## src/soc_pkg.sv

```systemverilog
package soc_pkg;

    // ----------------------------------------
    // Bus types
    // ----------------------------------------

    // One bus data word.
    typedef logic [31:0] word_t;

    // Byte-write enables. Bit n enables byte n.
    typedef logic [3:0] wmask_t;

    // Word address inside the I/O window.
    typedef logic [5:0] waddr_t;

    // One console character.
    typedef logic [7:0] byte_t;

    // ----------------------------------------
    // Memory map, in words
    // ----------------------------------------

    // Tail index sits in byte 3.
    localparam waddr_t ADDR_TAIL = 6'd0;

    // First ring entry.
    // Entry k is at word 1 + k, with its character in byte 3.
    localparam waddr_t ADDR_FIFO_BASE = 6'd1;

    // Board LED word, bits 0 to 4 in use.
    localparam waddr_t ADDR_LED = 6'd33;

    // Size of the window.
    localparam int MMIO_WORDS = 34;

endpackage

```

## src/console_mmio.sv

```systemverilog
`timescale 1ns/1ps

module console_mmio #(
    parameter int FIFO_DEPTH = 32
) (
    input  logic                          clk,
    input  logic                          rst_n,
    input  logic                          tick,
    input  soc_pkg::waddr_t               addr,
    input  logic                          wen,
    input  logic                          rd,
    input  soc_pkg::wmask_t               wmask,
    input  soc_pkg::word_t                wdata,
    input  logic [$clog2(FIFO_DEPTH)-1:0] head,
    output soc_pkg::word_t                rdata,
    output logic                          data_ready,
    output logic [$clog2(FIFO_DEPTH)-1:0] tail,
    output soc_pkg::byte_t                head_char,
    output soc_pkg::word_t                led_word
);

    import soc_pkg::*;

    localparam int IDX_W = $clog2(FIFO_DEPTH);

    word_t  mem [MMIO_WORDS];
    logic   in_window;
    byte_t  tail_byte;
    waddr_t ring_addr;

    assign in_window = (addr < waddr_t'(MMIO_WORDS));

    // ----------------------------------------
    // Write port
    // ----------------------------------------

    // Byte-masked write, taken once per tick.
    always_ff @(posedge clk) begin
        if (!rst_n) begin
            for (int i = 0; i < MMIO_WORDS; i++) begin
                mem[i] <= '0;
            end
        end else if (tick && wen && in_window) begin
            for (int b = 0; b < 4; b++) begin
                if (wmask[b]) begin
                    mem[addr][8*b +: 8] <= wdata[8*b +: 8];
                end
            end
        end
    end

    // ----------------------------------------
    // Read port
    // ----------------------------------------

    // Data_ready follows rd by one tick.
    always_ff @(posedge clk) begin
        if (!rst_n) begin
            data_ready <= 1'b0;
        end else if (tick) begin
            data_ready <= rd;
        end
    end

    // Word as it stood at the strobe tick.
    always_ff @(posedge clk) begin
        if (tick && rd) begin
            rdata <= in_window ? mem[addr] : '0;
        end
    end

    // ----------------------------------------
    // Console and LED taps
    // ----------------------------------------

    assign tail_byte = mem[ADDR_TAIL][31:24];
    // Power-of-two depth, so dropping upper bits is the modulo.
    assign tail      = tail_byte[IDX_W-1:0];

    assign ring_addr = ADDR_FIFO_BASE + waddr_t'(head);
    assign head_char = mem[ring_addr][31:24];

    assign led_word  = mem[ADDR_LED];

    // The bus issues at most one access per tick.
    a_no_rd_wen: assert property (
        @(posedge clk) disable iff (!rst_n)
        tick |-> !(rd && wen)
    );

endmodule

```

## src/console_drain.sv

```systemverilog
`timescale 1ns/1ps

module console_drain #(
    parameter int FIFO_DEPTH = 32
) (
    input  logic                          clk,
    input  logic                          rst_n,
    input  logic                          tick,
    input  logic                          ready,
    input  logic [$clog2(FIFO_DEPTH)-1:0] tail,
    input  soc_pkg::byte_t                head_char,
    output logic [$clog2(FIFO_DEPTH)-1:0] head,
    output logic                          start,
    output soc_pkg::byte_t                data,
    output logic                          pending
);

    logic launch;

    assign pending = (head != tail);

    // A gap of one tick after each start lets the transmitter drop ready.
    assign launch = tick && !start && ready && pending;

    // ----------------------------------------
    // Head index and start pulse
    // ----------------------------------------

    always_ff @(posedge clk) begin
        if (!rst_n) begin
            head  <= '0;
            start <= 1'b0;
        end else if (tick) begin
            if (launch) begin
                start <= 1'b1;
                head  <= head + 1'b1;
            end else begin
                start <= 1'b0;
            end
        end
    end

    // Character captured with the pulse.
    always_ff @(posedge clk) begin
        if (launch) begin
            data <= head_char;
        end
    end

    // ----------------------------------------
    // Checks
    // ----------------------------------------

    // Start is a single-tick pulse.
    a_start_one_tick: assert property (
        @(posedge clk) disable iff (!rst_n)
        (tick && start) |=> !start
    );

    // Never launch into a busy transmitter.
    a_start_needs_ready: assert property (
        @(posedge clk) disable iff (!rst_n)
        $rose(start) |-> $past(ready)
    );

endmodule

```

## src/uart_tx.sv

```systemverilog
`timescale 1ns/1ps

module uart_tx #(
    parameter int BAUD_TICKS = 4
) (
    input  logic           clk,
    input  logic           rst_n,
    input  logic           tick,
    input  logic           start,
    input  soc_pkg::byte_t data,
    output logic           uart_tx,
    output logic           ready
);

    import soc_pkg::*;

    localparam int BAUD_W = (BAUD_TICKS > 1) ? $clog2(BAUD_TICKS) : 1;

    typedef enum logic [1:0] {
        IDLE,
        START_BIT,
        DATA_BITS,
        STOP_BIT
    } tx_state_t;

    tx_state_t         state;
    logic [BAUD_W-1:0] baud_cnt;
    logic [2:0]        bit_cnt;
    logic              baud_last;
    byte_t             shift_q;

    assign baud_last = (baud_cnt == BAUD_W'(BAUD_TICKS - 1));

    // ----------------------------------------
    // Frame FSM
    // ----------------------------------------

    always_ff @(posedge clk) begin
        if (!rst_n) begin
            state    <= IDLE;
            uart_tx  <= 1'b1;
            ready    <= 1'b1;
            baud_cnt <= '0;
            bit_cnt  <= '0;
        end else if (tick) begin
            case (state)
                IDLE: begin
                    if (start) begin
                        state    <= START_BIT;
                        uart_tx  <= 1'b0;
                        ready    <= 1'b0;
                        baud_cnt <= '0;
                    end
                end
                START_BIT: begin
                    if (baud_last) begin
                        state    <= DATA_BITS;
                        uart_tx  <= shift_q[0];
                        baud_cnt <= '0;
                        bit_cnt  <= '0;
                    end else begin
                        baud_cnt <= baud_cnt + 1'b1;
                    end
                end
                DATA_BITS: begin
                    if (baud_last) begin
                        baud_cnt <= '0;
                        if (bit_cnt == 3'd7) begin
                            state   <= STOP_BIT;
                            uart_tx <= 1'b1;
                        end else begin
                            bit_cnt <= bit_cnt + 1'b1;
                            uart_tx <= shift_q[1];
                        end
                    end else begin
                        baud_cnt <= baud_cnt + 1'b1;
                    end
                end
                STOP_BIT: begin
                    // Ready returns as the stop bit ends.
                    if (baud_last) begin
                        state    <= IDLE;
                        ready    <= 1'b1;
                        baud_cnt <= '0;
                    end else begin
                        baud_cnt <= baud_cnt + 1'b1;
                    end
                end
                default: begin
                    state   <= IDLE;
                    uart_tx <= 1'b1;
                    ready   <= 1'b1;
                end
            endcase
        end
    end

    // LSB first, so shift right at the end of each data bit.
    always_ff @(posedge clk) begin
        if (tick && state == IDLE && start) begin
            shift_q <= data;
        end else if (tick && state == DATA_BITS && baud_last) begin
            shift_q <= {1'b0, shift_q[7:1]};
        end
    end

    // Idle line is mark.
    a_idle_high: assert property (
        @(posedge clk) disable iff (!rst_n)
        (state == IDLE) |-> uart_tx
    );

endmodule

```

## src/console_top.sv

```systemverilog
`timescale 1ns/1ps

module console_top #(
    parameter int FIFO_DEPTH = 32,
    parameter int BAUD_TICKS = 4
) (
    input  logic            clk,
    input  logic            rst_n,
    input  soc_pkg::waddr_t addr,
    input  logic            wen,
    input  logic            rd,
    input  soc_pkg::wmask_t wmask,
    input  soc_pkg::word_t  wdata,
    output soc_pkg::word_t  rdata,
    output logic            data_ready,
    output logic [5:0]      led,
    output logic            uart_tx
);

    import soc_pkg::*;

    localparam int IDX_W = $clog2(FIFO_DEPTH);

    logic [1:0]       tick_cnt;
    logic             tick;
    logic [IDX_W-1:0] tail;
    logic [IDX_W-1:0] head;
    byte_t            head_char;
    word_t            led_word;
    logic             start;
    byte_t            tx_data;
    logic             tx_ready;
    logic             pending;

    // ----------------------------------------
    // System tick, one clk in three
    // ----------------------------------------

    always_ff @(posedge clk) begin
        if (!rst_n) begin
            tick_cnt <= 2'd0;
        end else if (tick_cnt == 2'd2) begin
            tick_cnt <= 2'd0;
        end else begin
            tick_cnt <= tick_cnt + 2'd1;
        end
    end

    assign tick = (tick_cnt == 2'd0);

    // ----------------------------------------
    // Blocks
    // ----------------------------------------

    console_mmio #(
        .FIFO_DEPTH (FIFO_DEPTH)
    ) mmio0 (
        .clk        (clk),
        .rst_n      (rst_n),
        .tick       (tick),
        .addr       (addr),
        .wen        (wen),
        .rd         (rd),
        .wmask      (wmask),
        .wdata      (wdata),
        .head       (head),
        .rdata      (rdata),
        .data_ready (data_ready),
        .tail       (tail),
        .head_char  (head_char),
        .led_word   (led_word)
    );

    console_drain #(
        .FIFO_DEPTH (FIFO_DEPTH)
    ) drain0 (
        .clk       (clk),
        .rst_n     (rst_n),
        .tick      (tick),
        .ready     (tx_ready),
        .tail      (tail),
        .head_char (head_char),
        .head      (head),
        .start     (start),
        .data      (tx_data),
        .pending   (pending)
    );

    uart_tx #(
        .BAUD_TICKS (BAUD_TICKS)
    ) utx0 (
        .clk     (clk),
        .rst_n   (rst_n),
        .tick    (tick),
        .start   (start),
        .data    (tx_data),
        .uart_tx (uart_tx),
        .ready   (tx_ready)
    );

    // Board LEDs are active low and wired in reverse order.
    always_ff @(posedge clk) begin
        if (!rst_n) begin
            led <= 6'b111110;
        end else begin
            led[0]   <= pending;
            led[5:1] <= ~{led_word[0], led_word[1], led_word[2], led_word[3], led_word[4]};
        end
    end

endmodule

```

## config.mk

```make
export PLATFORM = sky130hd
export DESIGN_NAME = console_top
export DESIGN_NICKNAME = d
export VERILOG_FILES = /design/src/soc_pkg.sv /design/src/console_mmio.sv /design/src/console_drain.sv /design/src/uart_tx.sv /design/src/console_top.sv
export SDC_FILE = /design/constraint.sdc
export NUM_CORES = 2
export LEC_CHECK = 0
export ABC_AREA = 1
export BUFFER_PORTS_ARGS = -buffer_cell sky130_fd_sc_hd__buf_2
export CORE_MARGIN = 10
export CORE_UTILIZATION = 50
export DETAILED_ROUTE_END_ITERATION = 7
export GPL_ROUTABILITY_DRIVEN = 1
export PLACE_DENSITY_LB_ADDON = 0.08
export SETUP_SLACK_MARGIN = 0.1
export SLEW_MARGIN = 5
export SYNTH_ARGS = -nofsm -noshare
export SYNTH_HDL_FRONTEND = slang
export SYNTH_HIERARCHICAL = 1
export SYNTH_SLANG_ARGS = --single-unit
```

## constraint.sdc

```tcl
create_clock -name clk -period 3.35 [get_ports clk]
set_clock_uncertainty 0.2 [all_clocks]
set_input_delay 0.335 -clock clk [delete_from_list [all_inputs] [get_ports clk]]
set_output_delay 0.335 -clock clk [all_outputs]
set_load 0.05 [all_outputs]
```

==> flow_metrics.tcl <==
set metrics [dict create \
    fmax_mhz 327 \
    finalSetupTns_ns 0 \
    holdCritStartpoint "wdata[30]" \
    hold_viol 0 \
    die_w_um 412 \
    gp_congestion 0.902 \
    yosysSeqAreaShare_pct 65.0 \
    grt_usage_pct 26.7 \
    dpl.hpwl_um 143000 \
    boundaryPins 86 \
    fin_crit_sh_pct 91.4 \
    hold_path_class "primary input to register" \
    vias 58001 \
    via_per_inst 5.52 \
    synth_xor_area_share_pct 0.0800 \
    cts.root.buffer_cell "clkbuf_16" \
    peakVddDrop_uv 581 \
    layout_common_cells "nor2_1 (2063), edfxtp_1 (1644), nand2_1 (1389)" \
    holdPathEnd "mmio0/mem[55][30]" \
    syn_inst 7836 \
    whs_ns 0.0436 \
    critPathLaunchType "register" \
    final_nets 8392 \
    grt_pass1_wl_um 342000 \
    r2r_setup_slack_ns 0.29 \
    fp.dieH_um 412 \
    cp-end-kind "register" \
    cp-startpoint "tick_cnt[0]" \
    r2r-end "mmio0/mem[14][19]" \
    placed_area_um2 82200 \
    period_minus_slack_ns 3.06 \
    outcome "finished clean" \
    start_util_pct 50.4 \
    r2r_start "tick_cnt[0]" \
    avgSynthCellArea_um2 9.78 \
    grt_overflow 0 \
    path_class "register to register" \
    clockBufferDepth 3 \
    cts_tree "yes" \
    drtIter0Drc 6045 \
    cts.sinks 1668 \
    yosys.area_share.simple_pct 23.4 \
    hold_depth 3 \
    cts.clk_slew.worst_paths_ns 0.06 \
    avgRoutedWirePerCell_um 21.9 \
    grt_pass1_vias 55121 \
    cellLeakagePower_nw 33.3 \
    synth_fa_ha_area_share_pct 0.180 \
    r2r_cells 11 \
    drive_gt1_share_pct 9.30 \
    wl_um 231000 \
    synth_warnings 6 \
    setup_violations 0 \
    yosysUniqueCellTypes 38 \
    final_common_cell "nor2_1" \
    final_antenna_net_count 0 \
    maxCapViolations 0 \
    rsz0062_at_grt "false" \
    numPortBuffers 85 \
    ys_ff_latch 1668 \
    area_growth_pct 14.6 \
    cp.required_ns 3.63 \
    antenna_found_initial 3 \
    dieArea_um2 169000 \
    core-area_um2 152000 \
    synth_top_family_by_area "simple AND/OR/NAND/NOR gates" \
    maxSlewHeadroom_pct 6.61 \
    numCtsBuffers 177 \
    rows 143 \
    placed_cells 10171 \
    finalPower_mw 50.6 \
    fin_cells 10514 \
    power_density_nw_per_um2 575 \
    postCtsSetupBuffers 0 \
    worstMarginPinSlew_ns 1.40 \
    synthMuxAreaShare_pct 0.103 \
    grt_max_degree 147 \
    drc 0 \
    syn_area_um2 76700 \
    arrival_ns 3.34 \
    dr.pass1.iters 8 \
    crit_fanout 32 \
    maxSlewViolCount 0 \
    stdcell_area_um2 87900 \
    clk_latency_ns 0.81 \
    synth_compound_area_share_pct 6.71 \
    htreeDepth 4 \
]
## stage by stage
stage          util (%)  worst slack [ns]
2_1_floorplan         -             0.662
3_3_place_gp       54.1            0.0653
3_5_place_dp       54.1            0.0331
4_1_cts            57.8             0.298
5_1_grt            57.8             0.133
6_report           57.8             0.288
## power breakdown
group | total (mW) | internal [mW] | switching (mW) | leakage, nW
Sequential | 24.4 | 24.0 | 0.382 | 17.1
Combinational | 7.38 | 2.03 | 5.35 | 13.5
Clock | 18.8 | 10.6 | 8.20 | 2.69
Total | 50.6 | 36.6 | 13.9 | 33.3
## how the worst max path moves through the flow
stage	depth (start not counted)	to	slack (ns)
5_1_grt	11	mmio0/mem[12][13]	0.13
3_5_place_dp	10	mmio0/mem[43][30]	0.03
6_report	11	mmio0/mem[14][19]	0.29
2_1_floorplan	12	mmio0/mem[18][16]	0.66
4_1_cts	10	mmio0/mem[43][30]	0.30
3_3_place_gp	10	mmio0/mem[46][30]	0.07
## cell families (layout without fill, tap and decap cells)
family	Yosys count	count (layout)
xor gates and xnor gates	7	7
adders and majority gates	11	11
buffers and inverters	881	1021
DFF	1668	1668
muxes	7	7
other	1	509
AOI/OAI and AO/OA	955	955
and+or+nand+nor	4306	4306
## registers in the layout, indices dropped and copies added (netlist names), 2 cells and up
signal,count
drain0/data,8
drain0/head,5
led,6
mmio0/mem,1596
mmio0/rdata,32
tick_cnt,2
utx0/baud_cnt,2
utx0/bit_cnt,3
utx0/shift_q,8
utx0/state,2
## per-layer routing
| metal | global-route usage (%) | vias to the layer above | part of all wire [%] |
|---|---|---|---|
| met5 | 0 | - | 0 |
| met4 | 13.5 | 0 | 5.6 |
| met3 | 4.27 | 501 | 7.8 |
| met2 | 43.7 | 2437 | 47 |
| met1 | 34.4 | 28069 | 39 |
| li1 | - | 26994 | - |
## cell usage after synthesis
cell | number | area [um2]
a21boi_0 | 1 | 7.51
a21oi_1 | 154 | 771
a31o_2 | 1 | 8.76
a31oi_1 | 5 | 31.3
buf_1 | 76 | 285
buf_2 | 49 | 245
buf_4 | 22 | 165
clkbuf_1 | 395 | 1480
clkinv_1 | 1 | 3.75
conb_1 | 1 | 3.75
dfxtp_1 | 24 | 480
edfxtp_1 | 1644 | 49400
ha_1 | 11 | 138
inv_1 | 329 | 1230
inv_2 | 9 | 33.8
mux2_2 | 7 | 78.8
nand2_1 | 1398 | 5250
nand2_2 | 4 | 25.0
nand2_4 | 1 | 11.3
nand3_1 | 665 | 3330
nand3_2 | 108 | 1080
nand3_4 | 2 | 35.0
nand3b_1 | 1 | 7.51
nand4_1 | 4 | 25.0
nor2_1 | 2065 | 7750
nor2_2 | 5 | 31.3
nor2_4 | 10 | 113
nor3b_4 | 1 | 18.8
o211ai_1 | 126 | 946
o21ai_0 | 646 | 3230
o21ai_1 | 2 | 10.0
o21ai_2 | 2 | 17.5
o21bai_1 | 1 | 7.51
o22ai_1 | 15 | 93.8
o31ai_1 | 2 | 15.0
or2_2 | 42 | 263
xnor2_1 | 3 | 26.3
xor2_1 | 4 | 35.0
## cell type report
type                       instances  area, um2
tap                             2030       2540
clock buffer                     232       4660
antenna                            1       2.50
timing repair buffer             355       3280
multi-input combinational       5794      25400
sequential                      1668      49900
inverter                         339       1300
clock inverter                    95        856
fill                           13319      64200
## repair_timing
item,4_1_cts,5_1_grt
resized for setup,0,1
hold buffers,15,0
setup endpoints to repair,0,23
hold endpoints to repair,229,0
## critical path: stages (launching register included)
cell and delay (ns):
dfxtp_1 0.31, inv_1 0.08, ha_1 0.17, nand2_1 0.06, inv_1 0.10, nand2_2 0.14, nor2_4 0.29, nand3_1 0.25
nor2_4 0.17, buf_12 0.32, nand3_2 0.26, nand2_1 0.35
Power figures use the tool's default switching activity.
